===== src/source/rv_pkg.sv =====
package rv_pkg;

    localparam int XLEN        = 32;       // data and address width
    localparam int REG_ADDR_W  = 5;        // register index width
    localparam int NUM_REGS    = 32;       // x0..x31
    localparam int DMEM_ADDR_W = 10;       // word address into data memory

    typedef logic [XLEN-1:0]       word_t;
    typedef logic [REG_ADDR_W-1:0] reg_addr_t;

    localparam word_t PC_STEP   = 32'd4;         // one instruction word
    localparam word_t RESET_PC  = '0;            // first fetch address
    localparam word_t NOP_INSTR = 32'h0000_0013; // addi x0,x0,0

    // funct3 codes of the supported instructions
    localparam logic [2:0] F3_ADD_SUB = 3'b000;
    localparam logic [2:0] F3_SLT     = 3'b010;
    localparam logic [2:0] F3_OR      = 3'b110;
    localparam logic [2:0] F3_AND     = 3'b111;
    localparam logic [2:0] F3_BEQ     = 3'b000;

    // major opcodes, instr[6:0]
    typedef enum logic [6:0] {
        OPC_OP     = 7'b0110011,   // add sub and or slt
        OPC_OP_IMM = 7'b0010011,   // addi
        OPC_LOAD   = 7'b0000011,   // lw
        OPC_STORE  = 7'b0100011,   // sw
        OPC_BRANCH = 7'b1100011    // beq
    } opcode_e;

    // alu function select
    typedef enum logic [2:0] {
        ALU_ADD = 3'd0,
        ALU_SUB = 3'd1,
        ALU_AND = 3'd2,
        ALU_OR  = 3'd3,
        ALU_SLT = 3'd4             // signed compare
    } alu_op_e;

    // operand source in execute
    typedef enum logic [1:0] {
        FWD_REG    = 2'd0,         // value read in decode
        FWD_EX_MEM = 2'd1,         // alu result one stage ahead
        FWD_MEM_WB = 2'd2          // writeback data two stages ahead
    } fwd_sel_e;

endpackage


===== src/source/pipe_intf.sv =====
`timescale 1ns/1ns

interface id_ex_if;
    rv_pkg::word_t     rs1_data;    // register reads from decode
    rv_pkg::word_t     rs2_data;
    rv_pkg::word_t     imm;         // I or S immediate
    rv_pkg::reg_addr_t rs1;
    rv_pkg::reg_addr_t rs2;
    rv_pkg::reg_addr_t rd;
    rv_pkg::alu_op_e   alu_op;
    logic              alu_src;     // 1 selects imm as operand b
    logic              reg_write;
    logic              mem_read;
    logic              mem_write;
    logic              mem_to_reg;

    modport decode (output rs1_data, rs2_data, imm, rs1, rs2, rd, alu_op,
                    alu_src, reg_write, mem_read, mem_write, mem_to_reg);
    modport execute (input rs1_data, rs2_data, imm, rs1, rs2, rd, alu_op,
                     alu_src, reg_write, mem_read, mem_write, mem_to_reg);
endinterface

interface ex_mem_if;
    rv_pkg::word_t     alu_result;  // also the byte address for lw/sw
    rv_pkg::word_t     store_data;  // forwarded rs2
    rv_pkg::reg_addr_t rd;
    logic              reg_write;
    logic              mem_read;
    logic              mem_write;
    logic              mem_to_reg;

    modport execute (output alu_result, store_data, rd, reg_write, mem_read,
                     mem_write, mem_to_reg);
    modport memory (input alu_result, store_data, rd, reg_write, mem_read,
                    mem_write, mem_to_reg);
endinterface

interface wb_if;
    logic              reg_write;   // write strobe to the register file
    rv_pkg::reg_addr_t rd;
    rv_pkg::word_t     data;        // load data or alu result

    modport writer (output reg_write, rd, data);
    modport reader (input reg_write, rd, data);
endinterface


===== src/source/decode_stage.sv =====
`timescale 1ns/1ns

module decode_stage (
    input  logic              clk_i,
    input  logic              reset,
    input  rv_pkg::word_t     if_pc_i,
    input  rv_pkg::word_t     if_instr_i,
    output logic              stall_o,          // load-use hazard
    output logic              branch_taken_o,
    output rv_pkg::word_t     branch_target_o,
    input  rv_pkg::reg_addr_t dbg_addr_i,
    output rv_pkg::word_t     dbg_data_o,
    id_ex_if.decode           id_ex,
    wb_if.reader              wb
);

    rv_pkg::opcode_e   opcode;
    logic [2:0]        funct3;
    rv_pkg::reg_addr_t rs1, rs2, rd;
    rv_pkg::word_t     rs1_data, rs2_data;
    rv_pkg::word_t     imm_i, imm_s, imm_b;
    rv_pkg::alu_op_e   alu_op;
    logic              alu_src, reg_write, mem_read, mem_write, mem_to_reg;
    logic              is_beq;

    assign opcode = rv_pkg::opcode_e'(if_instr_i[6:0]);
    assign funct3 = if_instr_i[14:12];
    assign rs1    = if_instr_i[19:15];
    assign rs2    = if_instr_i[24:20];
    assign rd     = if_instr_i[11:7];

    assign imm_i = {{20{if_instr_i[31]}}, if_instr_i[31:20]};
    assign imm_s = {{20{if_instr_i[31]}}, if_instr_i[31:25], if_instr_i[11:7]};
    assign imm_b = {{20{if_instr_i[31]}}, if_instr_i[31], if_instr_i[7],
                    if_instr_i[30:25], if_instr_i[11:8]};   // offset in halfwords

    register_file u_regs (
        .clk_i      (clk_i),
        .reset      (reset),
        .rs1_addr_i (rs1),
        .rs2_addr_i (rs2),
        .rs1_data_o (rs1_data),
        .rs2_data_o (rs2_data),
        .wb         (wb),
        .dbg_addr_i (dbg_addr_i),
        .dbg_data_o (dbg_data_o)
    );

    // main and alu-control decode in one place
    always_comb begin
        alu_op     = rv_pkg::ALU_ADD;
        alu_src    = 1'b0;
        reg_write  = 1'b0;
        mem_read   = 1'b0;
        mem_write  = 1'b0;
        mem_to_reg = 1'b0;
        is_beq     = 1'b0;
        case (opcode)
            rv_pkg::OPC_OP: begin
                reg_write = 1'b1;
                case (funct3)
                    rv_pkg::F3_ADD_SUB: alu_op = if_instr_i[30] ? rv_pkg::ALU_SUB
                                                                : rv_pkg::ALU_ADD;
                    rv_pkg::F3_SLT:     alu_op = rv_pkg::ALU_SLT;
                    rv_pkg::F3_OR:      alu_op = rv_pkg::ALU_OR;
                    rv_pkg::F3_AND:     alu_op = rv_pkg::ALU_AND;
                    default:            alu_op = rv_pkg::ALU_ADD;
                endcase
            end
            rv_pkg::OPC_OP_IMM: begin   // addi only
                alu_src   = 1'b1;
                reg_write = 1'b1;
            end
            rv_pkg::OPC_LOAD: begin     // address = rs1 + imm_i
                alu_src    = 1'b1;
                reg_write  = 1'b1;
                mem_read   = 1'b1;
                mem_to_reg = 1'b1;
            end
            rv_pkg::OPC_STORE: begin    // address = rs1 + imm_s
                alu_src   = 1'b1;
                mem_write = 1'b1;
            end
            rv_pkg::OPC_BRANCH: is_beq = (funct3 == rv_pkg::F3_BEQ);
            default: ;                  // unknown word acts as a nop
        endcase
    end

    // load in ID/EX feeding the instruction sitting in decode
    assign stall_o = id_ex.mem_read && (id_ex.rd != '0) &&
                     ((id_ex.rd == rs1) || (id_ex.rd == rs2));

    // comparator operands come straight from the regfile
    assign branch_taken_o  = is_beq && (rs1_data == rs2_data) && !stall_o;
    assign branch_target_o = if_pc_i + (imm_b << 1);

    always_ff @(posedge clk_i or posedge reset) begin
        if (reset) begin
            id_ex.reg_write  <= 1'b0;
            id_ex.mem_read   <= 1'b0;
            id_ex.mem_write  <= 1'b0;
            id_ex.mem_to_reg <= 1'b0;
        end else begin   // stall turns the slot into a bubble
            id_ex.reg_write  <= reg_write && !stall_o;
            id_ex.mem_read   <= mem_read && !stall_o;
            id_ex.mem_write  <= mem_write && !stall_o;
            id_ex.mem_to_reg <= mem_to_reg && !stall_o;
        end
    end

    always_ff @(posedge clk_i) begin
        id_ex.rs1_data <= rs1_data;
        id_ex.rs2_data <= rs2_data;
        id_ex.imm      <= mem_write ? imm_s : imm_i;
        id_ex.rs1      <= rs1;
        id_ex.rs2      <= rs2;
        id_ex.rd       <= rd;
        id_ex.alu_op   <= alu_op;
        id_ex.alu_src  <= alu_src;
    end

    // an unrecognised opcode must reach execute as a bubble
    a_unknown_is_bubble: assert property (@(posedge clk_i) disable iff (reset)
        !(if_instr_i[6:0] inside {rv_pkg::OPC_OP, rv_pkg::OPC_OP_IMM, rv_pkg::OPC_LOAD,
                                  rv_pkg::OPC_STORE, rv_pkg::OPC_BRANCH})
        |=> !(id_ex.reg_write || id_ex.mem_read || id_ex.mem_write));

endmodule


===== src/source/execute_stage.sv =====
`timescale 1ns/1ns

module execute_stage (
    input  logic      clk_i,
    input  logic      reset,
    id_ex_if.execute  id_ex,
    ex_mem_if.execute ex_mem,
    wb_if.reader      wb
);

    rv_pkg::fwd_sel_e fwd_a, fwd_b;
    rv_pkg::word_t    op_a, rs2_val, op_b;
    rv_pkg::word_t    alu_result;

    // younger producer in EX/MEM wins over writeback
    function automatic rv_pkg::fwd_sel_e pick_fwd(input rv_pkg::reg_addr_t rs);
        if (ex_mem.reg_write && (ex_mem.rd != '0) && (ex_mem.rd == rs)) begin
            return rv_pkg::FWD_EX_MEM;
        end
        if (wb.reg_write && (wb.rd != '0) && (wb.rd == rs)) begin
            return rv_pkg::FWD_MEM_WB;
        end
        return rv_pkg::FWD_REG;
    endfunction

    function automatic rv_pkg::word_t fwd_mux(input rv_pkg::fwd_sel_e sel,
                                              input rv_pkg::word_t    reg_val);
        case (sel)
            rv_pkg::FWD_EX_MEM: return ex_mem.alu_result;
            rv_pkg::FWD_MEM_WB: return wb.data;
            default:            return reg_val;
        endcase
    endfunction

    always_comb fwd_a   = pick_fwd(id_ex.rs1);
    always_comb fwd_b   = pick_fwd(id_ex.rs2);
    always_comb op_a    = fwd_mux(fwd_a, id_ex.rs1_data);
    always_comb rs2_val = fwd_mux(fwd_b, id_ex.rs2_data);   // also the store data
    assign op_b    = id_ex.alu_src ? id_ex.imm : rs2_val;

    always_comb begin
        case (id_ex.alu_op)
            rv_pkg::ALU_SUB: alu_result = op_a - op_b;
            rv_pkg::ALU_AND: alu_result = op_a & op_b;
            rv_pkg::ALU_OR:  alu_result = op_a | op_b;
            rv_pkg::ALU_SLT: alu_result = {31'd0, $signed(op_a) < $signed(op_b)};
            default:         alu_result = op_a + op_b;   // add, addi, lw/sw address
        endcase
    end

    always_ff @(posedge clk_i or posedge reset) begin
        if (reset) begin
            ex_mem.reg_write  <= 1'b0;
            ex_mem.mem_read   <= 1'b0;
            ex_mem.mem_write  <= 1'b0;
            ex_mem.mem_to_reg <= 1'b0;
        end else begin
            ex_mem.reg_write  <= id_ex.reg_write;
            ex_mem.mem_read   <= id_ex.mem_read;
            ex_mem.mem_write  <= id_ex.mem_write;
            ex_mem.mem_to_reg <= id_ex.mem_to_reg;
        end
    end

    always_ff @(posedge clk_i) begin
        ex_mem.alu_result <= alu_result;
        ex_mem.store_data <= rs2_val;
        ex_mem.rd         <= id_ex.rd;
    end

    // decode never issues a load and a store in one slot
    a_rd_wr_exclusive: assert property (@(posedge clk_i) disable iff (reset)
        !(id_ex.mem_read && id_ex.mem_write));

endmodule


===== src/source/fetch_stage.sv =====
`timescale 1ns/1ns

module fetch_stage (
    input  logic          clk_i,
    input  logic          reset,
    input  logic          stall_i,          // load-use hold from decode
    input  logic          branch_taken_i,   // beq resolved taken in decode
    input  rv_pkg::word_t branch_target_i,
    output rv_pkg::word_t imem_addr_o,
    input  rv_pkg::word_t imem_data_i,
    output rv_pkg::word_t if_pc_o,          // IF/ID pc
    output rv_pkg::word_t if_instr_o        // IF/ID instruction
);

    rv_pkg::word_t pc_q;
    rv_pkg::word_t pc_next;

    assign imem_addr_o = pc_q;   // imem reads in the same cycle

    always_comb begin
        if (stall_i) begin
            pc_next = pc_q;                    // refetch same word
        end else if (branch_taken_i) begin
            pc_next = branch_target_i;
        end else begin
            pc_next = pc_q + rv_pkg::PC_STEP;
        end
    end

    always_ff @(posedge clk_i or posedge reset) begin
        if (reset) begin
            pc_q       <= rv_pkg::RESET_PC;
            if_pc_o    <= rv_pkg::RESET_PC;
            if_instr_o <= rv_pkg::NOP_INSTR;   // bubble in IF/ID
        end else begin
            pc_q <= pc_next;
            if (!stall_i) begin
                if_pc_o    <= pc_q;
                // wrong-path word behind a taken beq is squashed
                if_instr_o <= branch_taken_i ? rv_pkg::NOP_INSTR : imem_data_i;
            end
        end
    end

    // decode must suppress the branch while it holds the pipe
    a_no_branch_in_stall: assert property (@(posedge clk_i) disable iff (reset)
        !(branch_taken_i && stall_i));

endmodule


===== src/source/mem_wb_stage.sv =====
`timescale 1ns/1ns

module mem_wb_stage (
    input  logic                           clk_i,
    input  logic                           reset,
    ex_mem_if.memory                       ex_mem,
    output logic [rv_pkg::DMEM_ADDR_W-1:0] dmem_addr_o,   // word address
    output rv_pkg::word_t                  dmem_wdata_o,
    output logic                           dmem_we_o,     // one cycle per sw
    input  rv_pkg::word_t                  dmem_rdata_i,
    wb_if.writer                           wb
);

    rv_pkg::word_t     alu_q, rdata_q;
    rv_pkg::reg_addr_t rd_q;
    logic              reg_write_q, mem_to_reg_q;

    // drop the byte offset for word accesses
    assign dmem_addr_o  = ex_mem.alu_result[rv_pkg::DMEM_ADDR_W+1:2];
    assign dmem_wdata_o = ex_mem.store_data;
    assign dmem_we_o    = ex_mem.mem_write;

    always_ff @(posedge clk_i or posedge reset) begin
        if (reset) begin
            reg_write_q  <= 1'b0;
            mem_to_reg_q <= 1'b0;
        end else begin
            reg_write_q  <= ex_mem.reg_write;
            mem_to_reg_q <= ex_mem.mem_to_reg;
        end
    end

    always_ff @(posedge clk_i) begin
        alu_q <= ex_mem.alu_result;
        rd_q  <= ex_mem.rd;
        if (ex_mem.mem_read) begin
            rdata_q <= dmem_rdata_i;   // capture only on lw
        end
    end

    assign wb.reg_write = reg_write_q;
    assign wb.rd        = rd_q;
    assign wb.data      = mem_to_reg_q ? rdata_q : alu_q;

endmodule


===== src/source/register_file.sv =====
`timescale 1ns/1ns

module register_file (
    input  logic              clk_i,
    input  logic              reset,
    input  rv_pkg::reg_addr_t rs1_addr_i,
    input  rv_pkg::reg_addr_t rs2_addr_i,
    output rv_pkg::word_t     rs1_data_o,
    output rv_pkg::word_t     rs2_data_o,
    wb_if.reader              wb,
    input  rv_pkg::reg_addr_t dbg_addr_i,
    output rv_pkg::word_t     dbg_data_o
);

    rv_pkg::word_t regs [rv_pkg::NUM_REGS];

    // write-through so decode sees the value retiring this cycle
    function automatic rv_pkg::word_t read_port(input rv_pkg::reg_addr_t addr);
        if (wb.reg_write && (wb.rd != '0) && (wb.rd == addr)) begin
            return wb.data;
        end
        return regs[addr];   // regs[0] stays zero
    endfunction

    always_comb rs1_data_o = read_port(rs1_addr_i);
    always_comb rs2_data_o = read_port(rs2_addr_i);
    assign dbg_data_o = regs[dbg_addr_i];   // architectural state only

    always_ff @(posedge clk_i or posedge reset) begin
        if (reset) begin
            for (int i = 0; i < rv_pkg::NUM_REGS; i++) begin
                regs[i] <= '0;
            end
        end else if (wb.reg_write && (wb.rd != '0)) begin   // x0 is never written
            regs[wb.rd] <= wb.data;
        end
    end

endmodule


===== src/source/rv_pipeline_top.sv =====
`timescale 1ns/1ns

module rv_pipeline_top (
    input  logic                           clk_i,
    input  logic                           reset,
    // instruction memory read combinationally
    output rv_pkg::word_t                  imem_addr_o,
    input  rv_pkg::word_t                  imem_data_i,
    // data memory read combinationally and written on dmem_we_o
    output logic [rv_pkg::DMEM_ADDR_W-1:0] dmem_addr_o,
    output rv_pkg::word_t                  dmem_wdata_o,
    output logic                           dmem_we_o,
    input  rv_pkg::word_t                  dmem_rdata_i,
    // register peek
    input  rv_pkg::reg_addr_t              dbg_addr_i,
    output rv_pkg::word_t                  dbg_data_o
);

    rv_pkg::word_t if_pc, if_instr;       // IF/ID
    rv_pkg::word_t branch_target;
    logic          stall, branch_taken;

    id_ex_if  id_ex ();
    ex_mem_if ex_mem ();
    wb_if     wb ();

    fetch_stage u_fetch (
        .clk_i           (clk_i),
        .reset           (reset),
        .stall_i         (stall),
        .branch_taken_i  (branch_taken),
        .branch_target_i (branch_target),
        .imem_addr_o     (imem_addr_o),
        .imem_data_i     (imem_data_i),
        .if_pc_o         (if_pc),
        .if_instr_o      (if_instr)
    );

    decode_stage u_decode (
        .clk_i           (clk_i),
        .reset           (reset),
        .if_pc_i         (if_pc),
        .if_instr_i      (if_instr),
        .stall_o         (stall),
        .branch_taken_o  (branch_taken),
        .branch_target_o (branch_target),
        .dbg_addr_i      (dbg_addr_i),
        .dbg_data_o      (dbg_data_o),
        .id_ex           (id_ex.decode),
        .wb              (wb.reader)
    );

    execute_stage u_execute (
        .clk_i  (clk_i),
        .reset  (reset),
        .id_ex  (id_ex.execute),
        .ex_mem (ex_mem.execute),
        .wb     (wb.reader)        // forwarding from writeback
    );

    mem_wb_stage u_mem_wb (
        .clk_i        (clk_i),
        .reset        (reset),
        .ex_mem       (ex_mem.memory),
        .dmem_addr_o  (dmem_addr_o),
        .dmem_wdata_o (dmem_wdata_o),
        .dmem_we_o    (dmem_we_o),
        .dmem_rdata_i (dmem_rdata_i),
        .wb           (wb.writer)
    );

endmodule


===== config.mk =====
export PLATFORM = sky130hd
export DESIGN_NAME = rv_pipeline_top
export DESIGN_NICKNAME = d
export VERILOG_FILES = /design/src/source/rv_pkg.sv /design/src/source/pipe_intf.sv /design/src/source/decode_stage.sv /design/src/source/execute_stage.sv /design/src/source/fetch_stage.sv /design/src/source/mem_wb_stage.sv /design/src/source/register_file.sv /design/src/source/rv_pipeline_top.sv
export SDC_FILE = /design/constraint.sdc
export NUM_CORES = 2
export LEC_CHECK = 0
export BUFFER_PORTS_ARGS = -buffer_cell sky130_fd_sc_hd__buf_2
export CORE_ASPECT_RATIO = 0.7
export CORE_MARGIN = 2
export CORE_UTILIZATION = 55
export CTS_BUF_LIST = sky130_fd_sc_hd__clkbuf_2 sky130_fd_sc_hd__clkbuf_4 sky130_fd_sc_hd__clkbuf_8
export DETAILED_ROUTE_END_ITERATION = 7
export PLACE_DENSITY = 0.71
export SLEW_MARGIN = 10
export SYNTH_ARGS = -nofsm -noshare
export SYNTH_HDL_FRONTEND = slang
export SYNTH_SLANG_ARGS = --single-unit

===== constraint.sdc =====
create_clock -name clk_i -period 57.7 [get_ports clk_i]
set_input_delay 17.31 -clock clk_i [delete_from_list [all_inputs] [get_ports clk_i]]
set_output_delay 17.31 -clock clk_i [all_outputs]
set_load 0.1 [all_outputs]

* Yosys cells after proc, flatten, opt, wreduce, memory -nomap -nowiden
Index checks and enable logic that the tools add are counted.
** Storage, ports and cells
- Register bits after elaboration :: 1361
- Bits in latches :: 0
- RAM bits :: 0
- Bits in read-only memories :: 0
- Word-level logic and storage cells :: 169
- Memories kept :: 0
** Cells by class
- Add/subtract/negate cells :: 4
- Multipliers :: 0
- Divide/modulo/power cells :: 0
- Order comparisons :: 6
- Equality and inequality tests :: 25
- Shift operators :: 0
- Multiplexer cells :: 47
- Bitwise operators :: 6
- Reduce and logical (&&, ||, !) cells :: 24
** Operators by type and width (count)
- 1024-bit bitwise mux :: 1
- 32-bit binary-select mux with 5-bit select :: 3
- 32-bit 2-to-1 mux :: 15
- 32-bit demux with 5-bit select :: 1
- 32-bit one-hot mux with 2 select lines :: 2
- 32-bit one-hot mux with 4 select lines :: 1
- 32-bit adder :: 2
- 5-bit equality test :: 8
- 32-bit by 3-bit adder with 32-bit output, second input constant :: 1
- 32-bit AND :: 1
- 32-bit equality test :: 1
- 32-bit less-than comparator :: 1
- 32-bit OR :: 1
- 32-bit subtractor :: 1
- 6-bit greater-or-equal comparator, second input constant :: 4
- 5-bit inverter with 6-bit output :: 4
- 1-bit logical AND :: 16
- 2-bit 2-to-1 mux :: 8
- 5-bit nonzero test :: 3
- 7-bit by 6-bit equality test with 1-bit output, second input constant :: 2
- 1-bit 2-to-1 mux :: 14
- 3-bit one-hot mux with 4 select lines :: 1
- 3-bit by 2-bit equality test with 1-bit output, second input constant :: 3
- 3-bit equality test, second input constant :: 3
- other kinds (12) :: 15

* Depth between registers and ports, before layout
- Word-level depth :: 12
- Depth in mapped cells :: 25
- Gate-level depth less buffers :: 22

* Hierarchy
Synthesis repeated with hierarchy kept, for this count alone.
** Second synthesis, totals
- Cells, all modules :: 6014
- Area, all modules :: 81197.9 sq um
** Modules (own cells, without submodules)
- register_file :: times used 1, cells each 3922, area each 61400.1 sq um
- execute_stage :: times used 1, cells each 1099, area each 8272.9 sq um
- decode_stage :: times used 1, cells each 457, area each 4548.1 sq um
- fetch_stage :: times used 1, cells each 385, area each 4354.2 sq um
- mem_wb_stage :: times used 1, cells each 151, area each 2622.5 sq um

* Worst setup path after synthesis
Ideal clock, no wire load.
- Path type :: input to output
- Start :: in dbg_addr_i[0]
- End :: out dbg_data_o[0]
- Arrival :: 19941 ps
- Required time :: 40390 ps
- Path slack :: 20449 ps
- Cell stages on the path :: 6
- Buffers on the path :: 3
- Cells stage by stage :: clkbuf_1 -> buf_1 -> buf_1 -> mux4_2 -> mux4_2 -> mux2_2
** Between the ends
- Word-level cells in the longest chain between the ends :: 4
** Ends and longest elaborated chain
- start, declared :: RTL line rv_pipeline_top.sv:15 : input rv_pkg::reg_addr_t dbg_addr_i,
- 5-bit inverter with 6-bit output (implied by the code) :: RTL line register_file.sv:27 : assign dbg_data_o = regs[dbg_addr_i];
- 32-bit binary-select mux with 5-bit select :: RTL line register_file.sv:27
- 32-bit 2-to-1 mux (implied by the code) (2 in series) :: RTL line register_file.sv:27
- end, declared :: RTL line rv_pipeline_top.sv:16 : output rv_pkg::word_t dbg_data_o
Every way passes these cells. The select of a mux whose other input is x is not followed.

* Worst setup path in the final report
- Start :: in dbg_addr_i[0]
- End :: out dbg_data_o[31]
Same word-level chain as after synthesis.

==> impl_metrics.env <==
export IMPL_cts_sinks=1361
export IMPL_slew_headroom=0.136
export IMPL_tightest_slew_ps=1270
export IMPL_worstPathRequired_ps=40390
export IMPL_gr_usage_met1=0.518
export IMPL_p_int_w=0.00163
export IMPL_top_usage_layer="met2"
export IMPL_die_area_um2=147000
export IMPL_grt_usage=0.381
export IMPL_portBuffers=177
export IMPL_period_share=0.663
export IMPL_synth_edff_count=32
export IMPL_max_cap_violations=0
export IMPL_drive_above_1_share=0.234
export IMPL_synthCells=7281
export IMPL_finalMaxSlewViolations=0
export IMPL_violations="design-rule violations"
export IMPL_ant_nets=0
export IMPL_synthTopCellsByArea="dfrtp_1 (36%), mux4_2 (22%), o21ai_0 (5.3%)"
export IMPL_synth_flop_cell="dfrtp_1"
export IMPL_met2_usage=0.523
export IMPL_place_gp_congestion=0.967
export IMPL_synthXorXnorAreaFrac=0.0120
export IMPL_tritoncts="done"
export IMPL_cp_slowest_cell="buf_4"
export IMPL_grt_pass1_wl_mm=413
export IMPL_irDropWorstVdd_v=0.0000238
export IMPL_final_common_cell="dfrtp_1"
export IMPL_path_common_cell="mux4_2"
export IMPL_yosysTopAreaCell="dfrtp_1"
export IMPL_crit_buf_inv=3
export IMPL_hold_path_depth=0
export IMPL_critical_path_max_stage_delay_ps=940
export IMPL_swShare=0.317
export IMPL_setup_tns_ps=0
export IMPL_post_route_min_period_ps=38270
export IMPL_netlist_area_leader_share=0.357
export IMPL_crit_family="buffers and inverters"
export IMPL_final_cell_mix="dfrtp_1 (1116), nand2_1 (911), o21ai_0 (840), mux4_2 (778), a21oi_1 (567)"
export IMPL_nNetsFinal=7319
export IMPL_grt_max_degree=172
export IMPL_fin_skew_ps=60.1
export IMPL_final_util=0.601
export IMPL_ys_seq_area_frac=0.421
export IMPL_synthAdderAreaFrac=0.0210
export IMPL_wl_per_cell_um=30.5
export IMPL_die_h_um=321
export IMPL_status="finished, violations left"
export IMPL_r2r_worst_path_cells=13
export IMPL_syn_cell_area_um2=78900
export IMPL_cts_root_buf="clkbuf_8"
export IMPL_dpl_worst_slack_ps=19420
export IMPL_area_delta_synth_final_pct=8.60
export IMPL_synthArstFlopShare=0.829
export IMPL_grt_use_met3=0.154
export IMPL_hold_path_class="reg -> reg"
export IMPL_p_per_area_nw_per_um2=27.8
export IMPL_start_util=0.553
export IMPL_cp_cell_sequence="buf_8, buf_4, mux4_2, mux4_2, mux2_2, buf_2"
export IMPL_p_comb_frac=0.180
export IMPL_cts_max_path_buffers=3
export IMPL_worst_setup_path_type="in -> out"
export IMPL_drt_first_pass_iters=8
export IMPL_design_portCount=178
export IMPL_crit_fanout=84
export IMPL_grt_pass1_vias=62100
export IMPL_cts_reportedPaths_clkPinSlew_ps=70
export IMPL_htreeDepth=4
export IMPL_ys_ff_latch=1361
export IMPL_synth_top_family_by_area="multiplexers"
export IMPL_vias=65000
export IMPL_syn_area_per_cell_um2=10.8
export IMPL_rsz0062_at_grt="no"
export IMPL_path_depth=6
export IMPL_antenna_found_initial=17
export IMPL_drcViolationCount=1
export IMPL_ctsResizeCount=0
export IMPL_drt_iter0_drc=10300
export IMPL_p_clk_frac=0.382
export IMPL_synth_distinct_cells=88
export IMPL_startpoint_type="primary input"
export IMPL_via_per_inst=7.07
export IMPL_arrival_ps=20960
export IMPL_clk_latency_ps=980
export IMPL_yosysWarnings=0
export IMPL_hold_viol_final=0
export IMPL_max_freq_mhz=26.1
export IMPL_core_area_um2=143000
export IMPL_setup_viol=0
export IMPL_routed_wl_mm=281
export IMPL_cts_buffers=207
export IMPL_fin_ws_ps=19430
export IMPL_cts_setup_buffers=0
export IMPL_synth_mux_area_frac=0.266
export IMPL_num_rows=116
export IMPL_synthesis_nets=7482
export IMPL_synth_compound_area_share=0.138
export IMPL_p_sw_w=0.000756
export IMPL_hpwl_mm=173
export IMPL_overflow=0
export IMPL_end_kind="output port"
export IMPL_p_seq_frac=0.438
export IMPL_dieWidth_um=457
export IMPL_postCtsHoldBufs=0
export IMPL_p_leak_nw=36.5
export IMPL_synthSimpleGateAreaFrac=0.0968
export IMPL_fill_cells=11400
## power by group through the flow
| stage | Clock [W] | Combinational [W] | Sequential [W] |
|---|---|---|---|
| detailed placement | 0 | 0.000416 | 0.00106 |
| global placement | 0 | 0.000408 | 0.00106 |
| global route | 0.000956 | 0.000451 | 0.00105 |
| floorplan | 0 | 0.000276 | 0.00107 |
| finish | 0.000909 | 0.000429 | 0.00104 |
| CTS | 0.000911 | 0.000417 | 0.00104 |
## cell families after synthesis
kind of cell / count (synthesis)
XOR/XNOR: 108
flip-flops: 1361
AO/OA/AOI/OAI: 1909
AND/OR/NAND/NOR: 1820
adder cells (fa/ha/maj): 131
buffers and inverters: 838
multiplexers: 1114
## registers in the layout, indices dropped and copies added (netlist names), 3 cells and up
| register | flops |
|---|---|
| u_decode.id_ex.rs1 | 5 |
| u_decode.id_ex.rs2 | 5 |
| u_decode.id_ex.rs1_data | 32 |
| u_execute.ex_mem.rd | 5 |
| u_execute.ex_mem.alu_result | 32 |
| u_fetch.if_pc_o | 32 |
| u_decode.id_ex.imm | 12 |
| u_decode.id_ex.rs2_data | 32 |
| u_fetch.imem_addr_o | 32 |
| u_decode.u_regs.regs | 1024 |
| u_decode.id_ex.rd | 5 |
| u_decode.id_ex.alu_op | 3 |
| u_fetch.if_instr_o | 32 |
| u_execute.ex_mem.store_data | 32 |
| u_mem_wb.rdata_q | 32 |
| u_mem_wb.wb.rd | 5 |
| u_mem_wb.alu_q | 32 |
## synth_stat cells, types with 14 or more instances
master and count:
dfrtp_1 1125, nand2_1 926, o21ai_0 840, mux4_2 778, a21oi_1 567, nor2_1 561, clkbuf_1 520, mux2i_1 258
dfxtp_1 201, inv_1 140, ha_1 127, o22ai_1 117, a22oi_1 97, nand3_1 82, mux2_2 77, xnor2_1 73
buf_2 60, buf_1 55, nor4_1 38, xor2_1 35, edfxtp_1 32, buf_4 31, nor3_1 29, o21a_1 26
nor2b_1 25, a21o_1 24, a211oi_1 21, buf_6 21, nand2b_1 21, o21bai_1 21, nand4_1 20, or3_1 20
and2_1 17, a31oi_1 16, o211ai_1 16, a221o_1 14, and3_1 14, nand3b_1 14
## per-layer routing
metal | vias to the layer above | part of all wire
li1 | 26600 | -
met1 | 32000 | 0.37
met2 | 5339 | 0.41
met3 | 1058 | 0.16
met4 | 20 | 0.059
met5 | - | 0.00054
## path summary, 6_finish.rpt
| kind | end | from | slack (ps) |
|---|---|---|---|
| worst min register to register | u_mem_wb.alu_q[0] | u_execute.ex_mem.alu_result[0] | 340 |
| min in group asynchronous | u_decode.u_regs.regs[544] | reset | 16510 |
| worst max-delay path | dbg_data_o[31] | dbg_addr_i[0] | 19430 |
| worst min-delay path | u_mem_wb.alu_q[0] | u_execute.ex_mem.alu_result[0] | 340 |
| worst max register to register | u_fetch.imem_addr_o[28] | u_fetch.if_instr_o[15] | 49650 |
| max in group asynchronous | u_mem_wb.mem_to_reg_q | reset | 38140 |
## per-stage QoR
stage	hold WS (ps)	power [W]	area (um2)	std cells
5_1_grt	358	0.00245	85700	9183
6_report	344	0.00238	85700	9189
4_1_cts	351	0.00237	85600	9179
3_3_place_gp	337	0.00146	81000	8797
3_5_place_dp	336	0.00147	81000	8797
2_1_floorplan	331	0.00135	78900	7281
## final cells by class
| class | count | area [um2] | area share |
|---|---|---|---|
| multi-input combinational | 5082 | 42700 | 0.499 |
| sequential | 1361 | 33200 | 0.388 |
| clock buffer | 328 | 4110 | 0.0480 |
| tap | 1888 | 2360 | 0.0276 |
| timing repair buffer | 323 | 2110 | 0.0246 |
| clock inverter | 54 | 551 | 0.00643 |
| inverter | 143 | 544 | 0.00635 |
| antenna | 10 | 25.0 | 0.000292 |
Note: power is estimated with default switching activity, not from simulation.
